File: src/fetch_cfg.svh
// fetch configuration, the pc and SRAM address widths must stay equal and the SRAM is 64 bits wide
`ifndef FETCH_CFG_SVH
`define FETCH_CFG_SVH

// first instruction after reset
`define FETCH_PC_RESETVAL     32'h8000_0000

// datapath widths
`define FETCH_PC_WD           32
`define FETCH_INST_WD         32
`define FETCH_SRAM_ADDR_WD    32
`define FETCH_SRAM_DATA_WD    64

// alignment
`define FETCH_INST_BYTES      4   // sequential pc step
`define FETCH_DWORD_OFS_BITS  3   // byte offset bits inside one SRAM doubleword

`endif

File: src/fetch_pkg.sv
// fetch datapath types, widths come from the cfg header and must not be overridden per instance
`include "fetch_cfg.svh"

package fetch_pkg;

  // instruction address
  typedef logic [`FETCH_PC_WD-1:0] pc_t;

  // one RV32 instruction word
  typedef logic [`FETCH_INST_WD-1:0] inst_t;

  // byte address towards the instruction SRAM, always doubleword aligned
  typedef logic [`FETCH_SRAM_ADDR_WD-1:0] sram_addr_t;

  // one doubleword as returned by the SRAM
  typedef logic [`FETCH_SRAM_DATA_WD-1:0] sram_data_t;

endpackage

File: src/isa_pkg.sv
// RV32I opcode and immediate helpers, only the base 32-bit encodings are covered
package isa_pkg;

  // major opcodes, inst[6:0]
  typedef enum logic [6:0] {
    OP_LOAD   = 7'b000_0011,
    OP_FENCE  = 7'b000_1111,
    OP_IMM    = 7'b001_0011,
    OP_AUIPC  = 7'b001_0111,
    OP_STORE  = 7'b010_0011,
    OP_REG    = 7'b011_0011,
    OP_LUI    = 7'b011_0111,
    OP_BRANCH = 7'b110_0011,
    OP_JALR   = 7'b110_0111,
    OP_JAL    = 7'b110_1111,
    OP_SYSTEM = 7'b111_0011
  } opcode_e;

  // sign-extended J-type immediate
  typedef logic [31:0] jimm_t;

  // reassemble imm[20|10:1|11|19:12] into a byte offset
  function automatic jimm_t j_imm(input logic [31:0] inst);
    return {{12{inst[31]}}, inst[19:12], inst[20], inst[30:21], 1'b0};
  endfunction

endpackage

File: src/fetch_if.sv
// IF to ID handshake, a transfer needs valid and allowin high on the same rising edge
`timescale 1ns/10ps

interface fetch_if;
  import fetch_pkg::*;

  logic  valid;    // IF holds an instruction for ID
  inst_t inst;
  pc_t   pc;
  logic  allowin;  // ID can take it this cycle

  // fetch side drives the payload
  modport if_side (
    output valid,
    output inst,
    output pc,
    input  allowin
  );

  // decode side answers with allowin
  modport id_side (
    input  valid,
    input  inst,
    input  pc,
    output allowin
  );

endinterface

File: src/fetch_pc.sv
// pc register and SRAM read request, assumes single-cycle SRAM reads and word aligned targets
`timescale 1ns/10ps
`include "fetch_cfg.svh"

module fetch_pc (
  input  logic                  i_clk,
  input  logic                  i_arst_n,
  input  logic                  i_load,           // pre-IF ready and IF allowin
  input  logic                  i_br_sel,         // JAL resolved in ID
  input  fetch_pkg::pc_t        i_br_target,
  output fetch_pkg::pc_t        o_pc,
  output logic                  o_inst_sram_ren,
  output fetch_pkg::sram_addr_t o_inst_sram_addr
);
  import fetch_pkg::*;

  localparam int unsigned INST_OFS_BITS = $clog2(`FETCH_INST_BYTES);

  pc_t pc_q;
  pc_t pc_nxt;

  // branch wins over the sequential step
  assign pc_nxt = i_br_sel ? i_br_target : pc_q + pc_t'(`FETCH_INST_BYTES);

  // one step below the reset pc so the first load lands on it
  always_ff @(posedge i_clk or negedge i_arst_n) begin
    if (!i_arst_n) begin
      pc_q <= pc_t'(`FETCH_PC_RESETVAL - `FETCH_INST_BYTES);
    end else if (i_load) begin
      pc_q <= pc_nxt;
    end
  end

  assign o_pc            = pc_q;
  assign o_inst_sram_ren = i_load;  // read exactly when the pc moves

  // new pc, dropped to its doubleword
  assign o_inst_sram_addr = sram_addr_t'({pc_nxt[`FETCH_PC_WD-1:`FETCH_DWORD_OFS_BITS],
                                          {`FETCH_DWORD_OFS_BITS{1'b0}}});

  // targets come from ID, a misaligned one would break the half select
  a_pc_aligned: assert property (
    @(posedge i_clk) disable iff (!i_arst_n)
    pc_q[INST_OFS_BITS-1:0] == '0
  ) else $error("fetch_pc: pc %h not word aligned", pc_q);

endmodule

File: src/fetch_top.sv
// fetch front-end top, expects a synchronous 64-bit instruction SRAM with no wait states
`timescale 1ns/10ps

module fetch_top (
  input  logic                  i_clk,
  input  logic                  i_arst_n,
  // downstream back-pressure
  input  logic                  i_es_allowin,
  // instruction SRAM
  output logic                  o_inst_sram_ren,
  output fetch_pkg::sram_addr_t o_inst_sram_addr,
  input  fetch_pkg::sram_data_t i_inst_sram_rdata,
  // decoded instruction out
  output logic                  o_id_valid,
  output fetch_pkg::inst_t      o_id_inst,
  output fetch_pkg::pc_t        o_id_pc
);
  import fetch_pkg::*;

  logic br_sel;     // one-cycle JAL redirect
  pc_t  br_target;

  fetch_if u_fs_ds ();

  if_stage u_if (
    .i_clk             (i_clk),
    .i_arst_n          (i_arst_n),
    .i_br_sel          (br_sel),
    .i_br_target       (br_target),
    .o_fs              (u_fs_ds.if_side),
    .o_inst_sram_ren   (o_inst_sram_ren),
    .o_inst_sram_addr  (o_inst_sram_addr),
    .i_inst_sram_rdata (i_inst_sram_rdata)
  );

  id_stage u_id (
    .i_clk        (i_clk),
    .i_arst_n     (i_arst_n),
    .i_ds         (u_fs_ds.id_side),
    .i_es_allowin (i_es_allowin),
    .o_br_sel     (br_sel),
    .o_br_target  (br_target),
    .o_id_valid   (o_id_valid),
    .o_id_inst    (o_id_inst),
    .o_id_pc      (o_id_pc)
  );

endmodule

File: src/id_stage.sv
// ID register stage, decodes only JAL and leaves every other opcode to later stages
`timescale 1ns/10ps

module id_stage (
  input  logic           i_clk,
  input  logic           i_arst_n,
  // from IF
  fetch_if.id_side       i_ds,
  input  logic           i_es_allowin,  // downstream back-pressure
  // branch back to fetch
  output logic           o_br_sel,
  output fetch_pkg::pc_t o_br_target,
  // to the next stage
  output logic           o_id_valid,
  output fetch_pkg::inst_t o_id_inst,
  output fetch_pkg::pc_t o_id_pc
);
  import fetch_pkg::*;
  import isa_pkg::*;

  logic    ds_valid;
  logic    ds_allowin;
  inst_t   ds_inst;
  pc_t     ds_pc;
  opcode_e ds_opcode;
  jimm_t   ds_jimm;
  logic    ds_is_jal;

  assign ds_allowin   = !ds_valid || i_es_allowin;
  assign i_ds.allowin = ds_allowin;

  always_ff @(posedge i_clk or negedge i_arst_n) begin
    if (!i_arst_n) begin
      ds_valid <= 1'b0;
    end else if (ds_allowin) begin
      ds_valid <= i_ds.valid;
    end
  end

  // payload only moves on a real transfer
  always_ff @(posedge i_clk) begin
    if (i_ds.valid && ds_allowin) begin
      ds_inst <= i_ds.inst;
      ds_pc   <= i_ds.pc;
    end
  end

  // decode
  assign ds_opcode = opcode_e'(ds_inst[6:0]);
  assign ds_is_jal = ds_opcode == OP_JAL;
  assign ds_jimm   = j_imm(ds_inst);

  // redirect only as the JAL leaves, so it fires once
  assign o_br_sel    = ds_valid && ds_is_jal && i_es_allowin;
  assign o_br_target = ds_pc + ds_jimm;

  assign o_id_valid = ds_valid;
  assign o_id_inst  = ds_inst;
  assign o_id_pc    = ds_pc;

  // IF drops its word in the redirect cycle, so ID must be empty right after
  a_br_flush: assert property (
    @(posedge i_clk) disable iff (!i_arst_n)
    o_br_sel |-> (o_id_valid && i_es_allowin) ##1 !o_id_valid
  ) else $error("id_stage: wrong-path instruction entered ID after JAL");

endmodule

File: src/if_stage.sv
// IF stage with pre-IF request, needs SRAM data one cycle after ren and held while ren is low
`timescale 1ns/10ps
`include "fetch_cfg.svh"

module if_stage (
  input  logic                  i_clk,
  input  logic                  i_arst_n,
  // branch back from ID
  input  logic                  i_br_sel,
  input  fetch_pkg::pc_t        i_br_target,
  // to ID
  fetch_if.if_side              o_fs,
  // instruction SRAM
  output logic                  o_inst_sram_ren,
  output fetch_pkg::sram_addr_t o_inst_sram_addr,
  input  fetch_pkg::sram_data_t i_inst_sram_rdata
);
  import fetch_pkg::*;

  localparam int unsigned HALF_SEL = `FETCH_DWORD_OFS_BITS - 1;  // pc bit 2

  logic  to_fs_valid;  // pre-IF has an address to issue
  logic  fs_valid;
  logic  fs_allowin;
  logic  pc_load;
  pc_t   fs_pc;
  inst_t fs_inst;

  // pre-IF, comes up the cycle after reset and stays up
  always_ff @(posedge i_clk or negedge i_arst_n) begin
    if (!i_arst_n) begin
      to_fs_valid <= 1'b0;
    end else begin
      to_fs_valid <= 1'b1;
    end
  end

  // empty, or ID takes what we hold
  assign fs_allowin = !fs_valid || o_fs.allowin;
  assign pc_load    = to_fs_valid && fs_allowin;

  always_ff @(posedge i_clk or negedge i_arst_n) begin
    if (!i_arst_n) begin
      fs_valid <= 1'b0;
    end else if (fs_allowin) begin
      fs_valid <= to_fs_valid;  // data arrives with the read issued this cycle
    end
  end

  fetch_pc u_pc (
    .i_clk            (i_clk),
    .i_arst_n         (i_arst_n),
    .i_load           (pc_load),
    .i_br_sel         (i_br_sel),
    .i_br_target      (i_br_target),
    .o_pc             (fs_pc),
    .o_inst_sram_ren  (o_inst_sram_ren),
    .o_inst_sram_addr (o_inst_sram_addr)
  );

  // doubleword SRAM, pick the word the pc points at
  assign fs_inst = fs_pc[HALF_SEL] ?
                   i_inst_sram_rdata[`FETCH_SRAM_DATA_WD-1 -: `FETCH_INST_WD] :
                   i_inst_sram_rdata[`FETCH_INST_WD-1:0];

  // the word behind a taken JAL is wrong-path
  assign o_fs.valid = fs_valid && !i_br_sel;
  assign o_fs.inst  = fs_inst;
  assign o_fs.pc    = fs_pc;

  // payload is built from the pc and the held SRAM data, both must freeze on a stall
  a_fs_hold: assert property (
    @(posedge i_clk) disable iff (!i_arst_n)
    (o_fs.valid && !o_fs.allowin) |=> ($stable(o_fs.inst) && $stable(o_fs.pc))
  ) else $error("if_stage: payload changed while stalled");

endmodule

File: config.mk
export PLATFORM = sky130hd
export DESIGN_NAME = fetch_top
export DESIGN_NICKNAME = d
export VERILOG_FILES = /design/src/fetch_pkg.sv /design/src/isa_pkg.sv /design/src/fetch_if.sv /design/src/fetch_pc.sv /design/src/fetch_top.sv /design/src/id_stage.sv /design/src/if_stage.sv
export VERILOG_INCLUDE_DIRS = /design/src /design/src/src
export SDC_FILE = /design/constraint.sdc
export NUM_CORES = 1
export LEC_CHECK = 0
export ABC_AREA = 1
export BUFFER_PORTS_ARGS = -buffer_cell sky130_fd_sc_hd__buf_2
export CORE_ASPECT_RATIO = 0.7
export CORE_MARGIN = 4
export CORE_UTILIZATION = 29
export CTS_CLUSTER_SIZE = 40
export DETAILED_ROUTE_END_ITERATION = 10
export PLACE_DENSITY = 0.48
export REMOVE_ABC_BUFFERS = 1
export SETUP_SLACK_MARGIN = 0.4
export SYNTH_ARGS = -nofsm -noshare
export SYNTH_HDL_FRONTEND = slang
export SYNTH_SLANG_ARGS = --single-unit
export TNS_END_PERCENT = 50
File: constraint.sdc
create_clock -name i_clk -period 16 [get_ports i_clk]
set_clock_uncertainty 0.2 [all_clocks]
set_input_delay 3.2 -clock i_clk [delete_from_list [all_inputs] [get_ports i_clk]]
set_output_delay 3.2 -clock i_clk [all_outputs]
set_load 0.02 [all_outputs]
# After elaboration in Yosys (flattened, before gate mapping)
# Index checks and enable logic that the tools add are counted.
[totals]
reg_bits = 99
input_bits = 67
elab_cells = 21
[op_classes]
addsub = 2
eq_ne = 1
muxes = 2
n_reduce_logical = 10
[ops]
columns = ["operator", "count"]
rows = [
  ["32-bit 2-to-1 mux", 2],
  ["32-bit by 3-bit adder with 32-bit output, second input constant", 1],
  ["32-bit adder", 1],
  ["7-bit == test, second input constant", 1],
  ["1-bit logical AND", 5],
  ["1-bit zero test", 3],
  ["1-bit logical OR", 2],
]

# Depth between registers and ports, before layout
[depth]
ltp_word = 6
mapped_depth = 15
ltp_nobuf = 15

# Hierarchy
# From an unflattened synthesis, not the netlist that was laid out.
[unflattened]
cells_unflattened = 1089
hier_area_um2 = 7726.2
[by_module_without_submodules]
columns = ["module", "n_inst", "cells_per_inst", "area_per_inst_um2", "seq_area_each_um2"]
rows = [
  ["id_stage", 1, 538, 4247.8, 1946.9],
  ["fetch_pc", 1, 439, 2786.4, 837.1],
  ["if_stage", 1, 112, 691.9, 50.0],
]

# Worst setup path before layout
# No wires, ideal clock.
[synth_path]
kind = "input-to-reg"
start = "input i_es_allowin"
end = "register u_id.ds_inst[0] (netlist: u_id.o_id_inst[0]), enable pin"
setup_time_ns = 0.565
t_arrival_ns = 7.911
required_time_ns = 15.235
setup_slack_ns = 7.324
stages = 4
path_buffers = 1
cell_sequence = "nand3_1 nor4_4 buf_2 nor3_1"
[synth_via]
elab_chain_cells = 4
[synth_rtl]
columns = ["item", "line", "text"]
rows = [
  ["start, declared", "fetch_top.sv:8", "input logic i_es_allowin,"],
  ["1-bit logical AND", "id_stage.sv:54", "assign o_br_sel = ds_valid && ds_is_jal && i_es_allowin;"],
  ["1-bit zero test", "if_stage.sv:67", "assign o_fs.valid = fs_valid && !i_br_sel;"],
  ["1-bit logical AND", "if_stage.sv:67", ""],
  ["1-bit logical AND *", "id_stage.sv:42", "if (i_ds.valid && ds_allowin) begin"],
  ["end signal, assigned", "id_stage.sv:43", "ds_inst <= i_ds.inst;"],
  ["end, declared", "id_stage.sv:23", "inst_t ds_inst;"],
]
# Every way passes the cells marked *; elsewhere a longest branch is shown, timed or not.
# A chain may end at the register's enable or synchronous reset.

# Final worst setup path
[layout_path]
start = "input i_es_allowin"
end = "output o_inst_sram_ren"
[layout_via]
elab_chain_cells = 3
[layout_rtl]
columns = ["item", "line", "text"]
rows = [
  ["1-bit logical OR", "id_stage.sv:29", "assign ds_allowin = !ds_valid || i_es_allowin;"],
  ["1-bit logical OR", "if_stage.sv:39", "assign fs_allowin = !fs_valid || o_fs.allowin;"],
  ["1-bit logical AND", "if_stage.sv:40", "assign pc_load = to_fs_valid && fs_allowin;"],
  ["end, declared", "fetch_top.sv:10", "output logic o_inst_sram_ren,"],
]
# No other way between the ends.

==> metrics <==
Area Overhead vs Synth=17.1%; area share of the largest cell type after synthesis=26.1%; area leader, netlist=edfxtp_1; sequential power share=36.1%; crit end category=output port; die area=0.0280 mm²; RSZ-0062 raised after global routing=false; CTS tree=yes; arrival time worst endpoint=5.05 ns; Setup CP Type=in -> out; Synth warnings=0; setup_tns=0 ns; die outline height=141 µm; IO buf count=161; Clock transition at path regs=0.08 ns; Area contributors post-synth=edfxtp_1 (26%), nand2_1 (22%), dfstp_2 (10%); hold_sp=u_if.u_pc.o_pc[1]; Sw Pwr=521 µW; Startpoint Class=primary input; worst reg2reg path startpoint=u_if.u_pc.o_pc[2]; R2R Setup Slk=13.00 ns; Critical R2R Capture=u_if.u_pc.o_pc[2]; Clk pwr share=21.2%; Fill cells=2687; share of layout cells above drive strength 1=21.0%; Initial Util=29.7%; CP max-delay cell=inv_2; CTS Buf Count=9; crit-path cells=buf_2 -> nor2_1 -> nand2_1 -> nand2_1 -> inv_2 -> buf_2; gpl congestion=0.932; largest net degree at the start of global routing=50; EDFF count, synth=64; Remaining Overflow, GRT=0; Residual DRC=0; Detail Route Antenna Nets=0; CTS Buffer Depth=2; Comb power frac=42.7%; routed len/inst=17.0 µm; Mapped Area=0.00736 mm²; Synth async-reset ratio=35.4%; DR vias=6761; Period minus WS final=8.45 ns; TritonCTS sink count=99; DR top layer=met4; Net Sw Frac=44.6%; WHS Path Cells=0; violation count after the first detailed-route iteration=407; htree depth=3; cell internal pwr=647 µW; Boundary Pins=165; final core utilization=34.7%; fmax=0.118 GHz; first-pass GRT wire length=38400 µm; Die X=198 µm; worst reg2reg path depth=3; Met2 Wirelength=10700 µm; Worst-Skew Late Latency=0.37 ns; row count=48; worst min path class=reg -> reg; Fin. Hold Viols=0; Via density=4.53; Post-Syn Instances=1034; total track usage=18.1%; Hold Crit Endpoint=u_id.o_id_pc[1]; register area share after synthesis=38.5%; met3 wire length=1590 µm; # diodes=0; Pwr Density=136 mW/mm²; Layout Nets=1261; drt pass-1 iters=5; CTS Hold Bufs=0; Final period util=52.8%; Place WS=7.49 ns; crit path max fanout=45; fin worst setup slack=7.55 ns; VDD IR max=0.0563 mV; Critical Path Max Stage Delay=0.83 ns; synthesis-stage register bit count=99; Synth Area per Inst=7.12 µm²; Slew headroom=26.2%; core outline area=0.0248 mm²; root buffer cell=clkbuf_16; Pleak=4.47 nW; Max Cap Viol=0; routed wire length=25300 µm; number of global-route vias before repair=6506; dpl hpwl=20300 µm; count of cell types in the netlist=48; Max Slew Vio Count=0; Pwr Total=1.17 mW; initial antenna violation count=0; Worst Path Required=12.60 ns; Setup violations, final=0; M1 WL=12800 µm; Post CTS Setup Buffer Count=0; status=completed; CTS resizes=0; ys flop type=edfxtp_1; actual slew at the worst max-slew pin=1.10 ns
## power groups by stage
stage               logic [mW]  registers, mW  clock network, mW
finish                   0.498          0.422              0.248
global route             0.554          0.431              0.265
CTS                      0.499          0.423              0.256
detailed placement       0.496          0.427                  0
global placement         0.500          0.427                  0
floorplan                0.296          0.433                  0
## routing by layer
layer  track usage [%]  vias to the layer above
li1                  -                     3486
met1              27.0                     3067
met2              27.2                      191
met3              4.08                       17
met4              3.37                        0
met5                 0                        -
## through the flow
stage	area, µm²	instances	hold slack [ns]
2_1_floorplan	7050	987	0.219
3_3_place_gp	8290	1476	0.223
3_5_place_dp	8290	1476	0.229
4_1_cts	8620	1492	0.248
5_1_grt	8620	1492	0.260
6_report	8620	1492	0.244
## worst max-delay path by stage
stage,from,to,cells past startpoint
after global placement,i_es_allowin,o_inst_sram_ren,6
final,i_es_allowin,o_inst_sram_ren,6
after global routing,i_es_allowin,o_inst_sram_ren,6
after detailed placement,i_es_allowin,o_inst_sram_ren,6
after CTS,i_es_allowin,o_inst_sram_ren,6
after floorplan,i_es_allowin,u_id.o_id_inst[0],3
## worst max-delay path, delay by kind of cell
kind / cells / cell delay, ns
buffers and inverters: 3 / 1.24
AND/OR/NAND/NOR: 3 / 0.59
## Yosys cell counts, types with 2 or more instances
| master | number |
|---|---|
| o21ai_1 | 17 |
| xnor2_1 | 15 |
| nor3_1 | 11 |
| nand3_2 | 4 |
| nor2_4 | 3 |
| ha_1 | 31 |
| inv_1 | 135 |
| buf_2 | 5 |
| o21ai_0 | 9 |
| nor2_1 | 61 |
| nand3b_1 | 4 |
| nand2_1 | 437 |
| o21bai_1 | 6 |
| xor2_1 | 11 |
| o211ai_1 | 4 |
| a31oi_1 | 2 |
| o21ai_2 | 2 |
| dfrtp_1 | 6 |
| inv_2 | 4 |
| edfxtp_1 | 64 |
| nand3_1 | 65 |
| mux2_2 | 2 |
| buf_4 | 32 |
| nor2_2 | 2 |
| clkbuf_1 | 11 |
| a21oi_1 | 24 |
| nand2_2 | 7 |
| dfstp_2 | 29 |
| nand4_1 | 7 |
| conb_1 | 2 |
| nor3_2 | 5 |
## cell usage in the layout (no fill, tap or decap), types with 17 or more instances in the layout
cell | netlist | routed
ha_1 | 31 | 31
nand3_1 | 65 | 65
nand2_1 | 437 | 437
inv_1 | 135 | 135
dfstp_2 | 29 | 29
edfxtp_1 | 64 | 64
a21oi_1 | 24 | 24
nor2_1 | 61 | 61
buf_2 | 5 | 161
o21ai_1 | 17 | 17
## cells by family (layout without fill, tap and decap cells)
logic type | after synthesis | after routing | synth area share (%)
AOI/OAI and AO/OA | 67 | 67 | 5.12
xor gates and xnor gates | 26 | 26 | 3.09
adders and majority gates | 32 | 32 | 5.54
buffers and inverters | 189 | 320 | 11.5
DFF | 99 | 99 | 38.5
muxes | 3 | 3 | 0.442
other | 2 | 4 | 0.102
and+or+nand+nor | 616 | 616 | 35.7
## final cells by class
class                           instances  area, µm²  area share, %
Clock inverter                          6       97.6           1.13
Tap cell                              325        407           4.72
Clock buffer                           10        229           2.66
Sequential cell                        99       2830           32.9
Timing Repair Buffer                  164        828           9.61
Inverter                              140        526           6.10
Multi-Input combinational cell        748       3690           42.9
## registers in the layout, summed over array words and instances, names as in the netlist
register	cells
u_id.o_id_inst	32
u_id.o_id_pc	32
u_if.u_pc.o_pc	32
u_id.o_id_valid	1
u_if.fs_valid	1
u_if.to_fs_valid	1
Note: power is estimated with default switching activity, not from simulation.
